==> src/fetch_params.svh <==
// shared constants for the two-way fetch/decode front end
// slot count is fixed at two because the next-PC rule only handles +4 or +8
// opcodes follow the alpha encoding, bits 31:26 of the instruction word
// halt is one whole 32-bit word and is not matched on the opcode alone

`ifndef FETCH_PARAMS_SVH
`define FETCH_PARAMS_SVH

////////////////////////////////////////////////////////////////////////////
// machine shape
////////////////////////////////////////////////////////////////////////////

`define NUM_SUPER 2             // slots per 64-bit fetch line
`define ADDR_W    64            // pc and address width

////////////////////////////////////////////////////////////////////////////
// instruction encodings
////////////////////////////////////////////////////////////////////////////

`define OP_BR     6'h30         // unconditional branch, br format
`define OP_LDQ    6'h29         // load quad, mem format
`define OP_STQ    6'h2d         // store quad, mem format

// call_pal halt
`define HALT_WORD 32'h0000_0555

`define ZERO_REG  5'd31         // r31 reads as zero, used as "no destination"

`endif

==> src/fetch_pkg.sv <==
// types shared by fetch and decode
// inst_u gives two views of one instruction word, mem format and br format
// all pair types are packed with slot 0 in the low bits, matching the
// memory line where slot 0 is the word at the lower address

`default_nettype none

`include "fetch_params.svh"

package fetch_pkg;

  ////////////////////////////////////////////////////////////////////////////
  // instruction word views
  ////////////////////////////////////////////////////////////////////////////

  // memory format, ldq / stq
  typedef struct packed {
    logic [5:0]  opcode;
    logic [4:0]  ra;            // data register
    logic [4:0]  rb;            // base register
    logic [15:0] disp;          // signed byte displacement
  } inst_mem_t;

  // branch format
  typedef struct packed {
    logic [5:0]  opcode;
    logic [4:0]  ra;            // link register
    logic [20:0] disp;          // signed word displacement
  } inst_br_t;

  // one 32-bit word read either way
  typedef union packed {
    inst_mem_t mem;
    inst_br_t  br;
  } inst_u;

  ////////////////////////////////////////////////////////////////////////////
  // per-slot vectors, index 0 is the older slot
  ////////////////////////////////////////////////////////////////////////////

  typedef inst_u [`NUM_SUPER-1:0]              inst_pair_t;  // 64 bits
  typedef logic  [`NUM_SUPER-1:0][`ADDR_W-1:0] pc_pair_t;    // 128 bits
  typedef logic  [`NUM_SUPER-1:0][`ADDR_W-1:0] imm_pair_t;   // sign-extended immediates
  typedef logic  [`NUM_SUPER-1:0][4:0]         reg_pair_t;   // register numbers

endpackage

`default_nettype wire

==> src/decode_stage.sv <==
// decode stage for a two-slot pair
// the input latch is the fetch/decode register, it holds while stalled
// take_branch is combinational from the latch and gated by get_next_inst
// only unconditional br redirects, conditional branches are not decoded
// halted is sticky until reset and blocks every later valid output
// payload registers carry no reset, only the valids and halted do

`default_nettype none

`include "fetch_params.svh"

module decode_stage
  import fetch_pkg::*;
(
  input  logic                  clock,
  input  logic                  reset,
  input  logic                  get_next_inst,   // advance level, low freezes the stage
  input  logic [`NUM_SUPER-1:0] if_valid,
  input  inst_pair_t            if_ir,
  input  pc_pair_t              if_npc,
  output logic                  take_branch,     // redirect pulse to fetch
  output logic [`ADDR_W-1:0]    branch_target,
  output logic                  halted,
  output logic [`NUM_SUPER-1:0] id_valid,
  output inst_pair_t            id_ir,
  output pc_pair_t              id_npc,
  output imm_pair_t             id_imm,
  output reg_pair_t             id_dest_reg
);

  // latched pair from fetch
  logic [`NUM_SUPER-1:0] lat_valid;
  inst_pair_t            lat_ir;
  pc_pair_t              lat_npc;

  // per-slot decode results
  logic [`NUM_SUPER-1:0] is_br;
  logic [`NUM_SUPER-1:0] is_halt;
  imm_pair_t             slot_imm;
  reg_pair_t             slot_dest;

  logic [`NUM_SUPER-1:0] keep;      // slots that survive squashing
  logic [`NUM_SUPER-1:0] br_hit;
  logic [`NUM_SUPER-1:0] halt_hit;
  logic                  br_slot;   // which slot redirects, 0 has priority

  ////////////////////////////////////////////////////////////////////////////
  // fetch/decode latch
  ////////////////////////////////////////////////////////////////////////////

  // fetch already drops its valids while the memory is busy
  // a redirect flushes the wrong-path pair sitting on the fetch outputs
  always_ff @(posedge clock)
  begin
    if (reset)
    begin
      lat_valid <= '0;
    end
    else if (get_next_inst)
    begin
      lat_valid <= take_branch ? '0 : if_valid;
    end
  end

  always_ff @(posedge clock)
  begin
    if (get_next_inst)
    begin
      lat_ir  <= if_ir;
      lat_npc <= if_npc;
    end
  end

  ////////////////////////////////////////////////////////////////////////////
  // per-slot decode
  ////////////////////////////////////////////////////////////////////////////

  for (genvar i = 0; i < `NUM_SUPER; i++)
  begin : g_slot
    assign is_br[i]   = (lat_ir[i].br.opcode == `OP_BR);
    assign is_halt[i] = (lat_ir[i] == `HALT_WORD);    // whole word compare

    always_comb
    begin
      case (lat_ir[i].mem.opcode)
        `OP_BR:
        begin
          // word displacement, scale by 4 then sign-extend
          slot_imm[i]  = {{(`ADDR_W-23){lat_ir[i].br.disp[20]}}, lat_ir[i].br.disp, 2'b00};
          slot_dest[i] = lat_ir[i].br.ra;           // link register
        end
        `OP_LDQ:
        begin
          slot_imm[i]  = {{(`ADDR_W-16){lat_ir[i].mem.disp[15]}}, lat_ir[i].mem.disp};
          slot_dest[i] = lat_ir[i].mem.ra;          // load writes ra
        end
        `OP_STQ:
        begin
          slot_imm[i]  = {{(`ADDR_W-16){lat_ir[i].mem.disp[15]}}, lat_ir[i].mem.disp};
          slot_dest[i] = `ZERO_REG;                 // store writes nothing
        end
        default:
        begin
          slot_imm[i]  = '0;
          slot_dest[i] = `ZERO_REG;
        end
      endcase
    end
  end

  ////////////////////////////////////////////////////////////////////////////
  // squash, branch and halt
  ////////////////////////////////////////////////////////////////////////////

  // slot 1 is younger, it dies behind a branch or halt in slot 0
  assign keep[0] = lat_valid[0];
  assign keep[1] = lat_valid[1] && !(lat_valid[0] && (is_br[0] || is_halt[0]));

  assign br_hit   = keep & is_br;
  assign halt_hit = keep & is_halt;

  // no redirect while stalled, the latch still holds the branch for later
  assign take_branch = get_next_inst && !halted && (|br_hit);

  assign br_slot = !br_hit[0];

  // npc of the branch is pc+4, target is relative to that
  assign branch_target = lat_npc[br_slot] + slot_imm[br_slot];

  ////////////////////////////////////////////////////////////////////////////
  // output register
  ////////////////////////////////////////////////////////////////////////////

  always_ff @(posedge clock)
  begin
    if (reset)
    begin
      id_valid <= '0;
      halted   <= 1'b0;
    end
    else if (get_next_inst)
    begin
      id_valid <= halted ? '0 : keep;   // nothing leaves once halted
      if (|halt_hit)
      begin
        halted <= 1'b1;                 // sticky until reset
      end
    end
  end

  always_ff @(posedge clock)
  begin
    if (get_next_inst)
    begin
      id_ir       <= lat_ir;
      id_npc      <= lat_npc;
      id_imm      <= slot_imm;
      id_dest_reg <= slot_dest;
    end
  end

endmodule

`default_nettype wire

==> src/fetch_pipe_top.sv <==
// fetch and decode front end for a two-way machine
// the instruction memory sits outside and may take several cycles per line
// get_next_inst is the only back-pressure, a low level freezes the pipe
// decoded pairs leave one edge after the latch takes them from fetch

`default_nettype none

`include "fetch_params.svh"

module fetch_pipe_top
  import fetch_pkg::*;
(
  input  logic                  clock,
  input  logic                  reset,
  input  logic                  get_next_inst,   // downstream ready level
  input  logic                  imem_valid,      // memory answer ready
  input  inst_pair_t            imem2proc_data,  // one aligned line
  output logic [`ADDR_W-1:0]    proc2imem_addr,
  output logic [`NUM_SUPER-1:0] id_valid,
  output inst_pair_t            id_ir,
  output pc_pair_t              id_npc,
  output imm_pair_t             id_imm,
  output reg_pair_t             id_dest_reg,
  output logic                  halted
);

  ////////////////////////////////////////////////////////////////////////////
  // fetch to decode
  ////////////////////////////////////////////////////////////////////////////

  logic [`NUM_SUPER-1:0] if_valid;
  inst_pair_t            if_ir;
  pc_pair_t              if_npc;

  // decode back to fetch
  logic                  take_branch;
  logic [`ADDR_W-1:0]    branch_target;

  fetch_stage u_fetch (
    .clock          (clock),
    .reset          (reset),
    .get_next_inst  (get_next_inst),
    .take_branch    (take_branch),
    .branch_target  (branch_target),
    .imem_valid     (imem_valid),
    .halted         (halted),           // stops the pc
    .imem2proc_data (imem2proc_data),
    .proc2imem_addr (proc2imem_addr),
    .if_ir          (if_ir),
    .if_npc         (if_npc),
    .if_valid       (if_valid)
  );

  decode_stage u_decode (
    .clock          (clock),
    .reset          (reset),
    .get_next_inst  (get_next_inst),
    .if_valid       (if_valid),
    .if_ir          (if_ir),
    .if_npc         (if_npc),
    .take_branch    (take_branch),
    .branch_target  (branch_target),
    .halted         (halted),
    .id_valid       (id_valid),
    .id_ir          (id_ir),
    .id_npc         (id_npc),
    .id_imm         (id_imm),
    .id_dest_reg    (id_dest_reg)
  );

endmodule

`default_nettype wire

==> src/fetch_stage.sv <==
// fetch stage, holds the pc and splits each 64-bit memory line in two
// memory data is only trusted while imem_valid is high
// the line address stays put until the pc moves, the memory relies on that
// a taken branch moves the pc even during a stall, halted freezes it
// pc resets to 0

`default_nettype none

`include "fetch_params.svh"

module fetch_stage
  import fetch_pkg::*;
(
  input  logic               clock,
  input  logic               reset,
  input  logic               get_next_inst,    // downstream ready level
  input  logic               take_branch,      // one-cycle redirect from decode
  input  logic [`ADDR_W-1:0] branch_target,
  input  logic               imem_valid,       // memory line is ready
  input  logic               halted,           // sticky halt from decode
  input  inst_pair_t         imem2proc_data,
  output logic [`ADDR_W-1:0] proc2imem_addr,
  output inst_pair_t         if_ir,
  output pc_pair_t           if_npc,
  output logic [`NUM_SUPER-1:0] if_valid
);

  logic [`ADDR_W-1:0] pc_reg;       // pc being fetched
  logic [`ADDR_W-1:0] pc_plus;      // sequential successor of the line
  logic [`ADDR_W-1:0] next_pc;
  logic               pc_enable;
  logic               upper_half;   // pc points at the second word of the line

  ////////////////////////////////////////////////////////////////////////////
  // address and slot split
  ////////////////////////////////////////////////////////////////////////////

  assign upper_half = pc_reg[2];

  // memory is addressed by line, low three bits dropped
  assign proc2imem_addr = {pc_reg[`ADDR_W-1:3], 3'b000};

  // slot 0 is the word at the lower address
  assign if_ir[0] = imem2proc_data[0];
  assign if_ir[1] = imem2proc_data[1];

  ////////////////////////////////////////////////////////////////////////////
  // next pc
  ////////////////////////////////////////////////////////////////////////////

  // upper half only fetches one word, lower half fetches both
  assign pc_plus = upper_half ? (pc_reg + `ADDR_W'(4))
                              : (pc_reg + `ADDR_W'(4 * `NUM_SUPER));

  assign next_pc = take_branch ? branch_target : pc_plus;

  // the branch must win over a stall, otherwise the redirect is lost
  // since decode only pulses it for one cycle
  assign pc_enable = take_branch || (imem_valid && get_next_inst && !halted);

  // npc travels with each slot
  // an invalid slot 0 just carries the pc, nobody looks at it
  assign if_npc[0] = upper_half ? pc_reg : (pc_reg + `ADDR_W'(4));
  assign if_npc[1] = pc_plus;

  ////////////////////////////////////////////////////////////////////////////
  // slot valids
  ////////////////////////////////////////////////////////////////////////////

  assign if_valid[0] = imem_valid && !upper_half;   // lower word skipped after a jump into upper half
  assign if_valid[1] = imem_valid;

  ////////////////////////////////////////////////////////////////////////////
  // pc register
  ////////////////////////////////////////////////////////////////////////////

  always_ff @(posedge clock)
  begin
    if (reset)
    begin
      pc_reg <= '0;                 // boot from address 0
    end
    else if (pc_enable)
    begin
      pc_reg <= next_pc;
    end
  end

endmodule

`default_nettype wire

==> config.mk <==
export PLATFORM = sky130hd
export DESIGN_NAME = fetch_pipe_top
export DESIGN_NICKNAME = d
export VERILOG_FILES = /design/src/fetch_pkg.sv /design/src/decode_stage.sv /design/src/fetch_pipe_top.sv /design/src/fetch_stage.sv
export VERILOG_INCLUDE_DIRS = /design/src
export SDC_FILE = /design/constraint.sdc
export NUM_CORES = 1
export LEC_CHECK = 0
export BUFFER_PORTS_ARGS = -buffer_cell sky130_fd_sc_hd__buf_2
export CORE_MARGIN = 3
export CORE_UTILIZATION = 50
export DETAILED_ROUTE_END_ITERATION = 8
export GPL_ROUTABILITY_DRIVEN = 1
export PLACE_DENSITY = 0.73
export SYNTH_ARGS = -nofsm -noshare
export SYNTH_HDL_FRONTEND = slang
export SYNTH_SLANG_ARGS = --single-unit
==> constraint.sdc <==
create_clock -name clock -period 8.1 [get_ports clock]
set_input_delay 0.81 -clock clock [delete_from_list [all_inputs] [get_ports clock]]
set_output_delay 0.81 -clock clock [all_outputs]
set_load 0.02 [all_outputs]
==> results.md <==
- Die height: about 230 µm
- Routed vias/inst: about 5.7
- Multi-input logic area: 0.00809 mm²
- Max Slew Vio Count: 0
- Rel. slew slack: 0.228
- CP peak stage delay: slightly below 0.7 ns
- H-tree levels: 2
- Initial DRC count: between 1500 and 2000
- Initial antenna violation count: 3
- Setup Crit Path Kind: reg2reg
- Worst r2r src: u_decode.lat_ir[28]$_DFFE_PP_
- Chip width: between 200 and 250 µm
- Critical path fanouts, max: 44
- Internal: ~4.4 mW
- Period utilization: 0.708
- PnR worst setup slack: between 2 and 2.5 ns
- Gr usage total: 0.247
- Hold Buf Count CTS: 0
- RSZ-0062 raised after global routing: no
- Core area: between 0.04 and 0.05 mm²
- CP arrival: 6.22 ns
- Total CTS buffers: 54
- Worst Hold Launch: imem2proc_data[57]
- Design Power: about 5.8 mW
- Post-DRT Antenna Nets: 0
- EDFF count, synth: 434
- Lkg Pwr: roughly 11 nW
- Switching Fraction: 0.241
- Clk root buf: clkbuf_16
- Cell area power density: around 210 mW/mm²
- Worst hold path cell count: 1
- CTS resizes: 0
- Postcts setup bufs: 0
- Top cell type's share of synthesized area: 0.537
- Register bit total from synthesis: between 500 and 600
- Initial Utilization: 0.507
- Area delta synth->final: 13.4%
- Routability cong.: 0.954
- Synth Area per Inst: around 11 µm²
- Hpwl dp: 47.9 mm
- Pin count of the biggest net entering global routing: 210
- Number of max-cap violations: 0
- Regs by FF count: u_decode.id_npc (125), u_decode.lat_npc (125)
- Cell Area, Synth: around 0.024 mm²
- Most common cell in the netlist: edfxtp_1
- Ys async rst share: 0
- Final hold vios: 0
- Sw power: 1.40 mW
- # IOs: 465
- Final wirelength: between 60 and 70 mm
- Max clock buf depth: 3
- Fin nets: 2490
- Via count: 17093
- Status: completed
- Worst slack at placement: approximately 2.5 ns
- Largest cells by area after synthesis: edfxtp_1, dfxtp_1, nand2_1
- Critical path startpoint: u_decode.lat_ir[28]$_DFFE_PP_
- Hold Path Class: in2reg
- Synth Instances: approximately 2100
- WP data required: roughly 8.6 ns
- Worst vdd ir: approximately 0.00014 V
- Combinational power share: 0.072
- Residual DRC: 0
- Crit start category: flop
- Maximum clock rate: around 170 MHz
- Clock latency on the worst-skew pair: 0.60 ns
- Fill cells: 4003
- Yosys top cell by area: edfxtp_1
- Fin crit period: between 5 and 6 ns
- Setup violations, final: 0
- Slowest-stage cell, CP: and2_2
- CP Cell Sequence: nor3_1 -> and4b_1 -> buf_4 -> and2_2 -> buf_4 -> nand2_1 -> nand2_1 -> ha_1 -> o211ai_1 -> nor2_1 -> a221oi_1 -> o211ai_1 -> a32oi_1 -> a31oi_1 -> a21oi_1 -> o21ai_0 -> a221o_1
- Share of cells above drive strength 1: 0.246
- Cells on worst reg2reg path: 17
- Total global routing overflow: 0
- PortBufs: 460
- Clk slew on worst S/H paths: 0.06 ns
- Std-Cell Rows: 80
- Avg WL per Cell: around 22 µm
- DRT Pass-1 Iters: 6
- Sequential share of the synthesized area: 0.594
- Sequential cell area: 0.0144 mm²
- R2R Setup Slk: around 2.4 ns
- Reg power frac: 0.520
- CTS tree: yes
- Warnings, synthesis: 0
- Clk pwr share: 0.408
- Slew @ Worst Pin: 1.16 ns
- Synth Flop Type: edfxtp_1
- Setup_tns: 0 ns
- Critical R2R Capture: u_fetch.pc_reg[58]$_SDFFE_PP0P_
- Hold Path End: u_decode.lat_ir[57]$_DFFE_PP_
- Clock sinks: 503
- Distinct cell type count after synthesis: 74
- Endpoint type of the worst setup path: flop
- First-pass GRT wire length: 97.1 mm
- Post-synth top cells: edfxtp_1, nand2_1, nor2_1
- Clk_skew: between 0.02 and 0.025 ns
- Full die area: 0.0512 mm²
- Vias in the first global route: approximately 16000
==> power by group through the flow <==
stage	registers [mW]	logic (mW)	clock network, mW
CTS	3.02	0.418	2.42
global route	3.03	0.447	2.51
finish	3.02	0.418	2.37
floorplan	3.13	0.173	0
global placement	3.07	0.414	0
detailed placement	3.07	0.417	0
==> area by class of cell <==
type | count | area share
sequential | 503 | 0.524
multi-input combinational | 1298 | 0.294
timing repair buffer | 475 | 0.0886
clock buffer | 64 | 0.0513
tap | 615 | 0.0280
clock inverter | 33 | 0.0106
inverter | 25 | 0.00341
antenna | 2 | 0.000182
==> layer usage <==
layer  track usage  wire length, µm
met2         0.396            31000
met5             0               18
met3        0.0487             4890
met1         0.341            27500
met4        0.0801             1940
==> cell usage in the layout (no fill, tap or decap), types with 18 or more instances in the layout <==
master     count
dfxtp_1       69
buf_2        459
nor3_1        31
a21oi_1       77
nand3_1       39
inv_1         25
edfxtp_1     434
xnor2_1       86
a21o_1        40
nand2_1      324
a211oi_1      53
o21ai_0       49
clkbuf_16     55
a22o_1        26
nand4_1       41
xor2_1        81
nor2_1       152
ha_1          64
nor4_1        18
or3_1         19
==> worst max-delay path by stage <==
stage / depth (start not counted) / endpoint / slack (ns)
2_1_floorplan: 19 / u_fetch.pc_reg[59]$_SDFFE_PP0P_ / 1.89
3_3_place_gp: 16 / u_fetch.pc_reg[41]$_SDFFE_PP0P_ / 2.56
3_5_place_dp: 17 / u_fetch.pc_reg[58]$_SDFFE_PP0P_ / 2.48
4_1_cts: 17 / u_fetch.pc_reg[58]$_SDFFE_PP0P_ / 2.45
5_1_grt: 17 / u_fetch.pc_reg[58]$_SDFFE_PP0P_ / 1.88
6_report: 17 / u_fetch.pc_reg[58]$_SDFFE_PP0P_ / 2.36
==> worst max-delay path, delay by kind of cell, from the launching register on <==
family	cells	cell delay, ns
flops	1	0.47
simple gates	6	1.44
buf+inv	2	0.83
fa+ha+maj	1	0.31
compound gates	8	2.52
==> kinds of logic (layout without fill, tap and decap cells) <==
group	Yosys count	in the layout	share of synthesized area
AOI/OAI and AO/OA	347	347	0.0976
muxes	16	16	0.00737
adders and majority gates	65	65	0.0338
buffers and inverters	327	597	0.0741
xor gates and xnor gates	167	167	0.0603
and+or+nand+nor	698	698	0.133
other	2	7	0.000309
DFF	503	503	0.594
==> per-stage QoR <==
| stage | cell area [µm²] | hold slack (ns) | util | cells |
|---|---|---|---|---|
| final | 27500 | 0.379 | 0.575 | 3015 |
| after global routing | 27500 | 0.350 | 0.575 | 3015 |
| after global placement | 25800 | 0.416 | 0.539 | 2916 |
| after floorplan | 24300 | 0.408 | - | 2128 |
| after detailed placement | 25800 | 0.430 | 0.539 | 2916 |
| after CTS | 27500 | 0.344 | 0.575 | 3013 |
(Power assumes the default switching activity.)
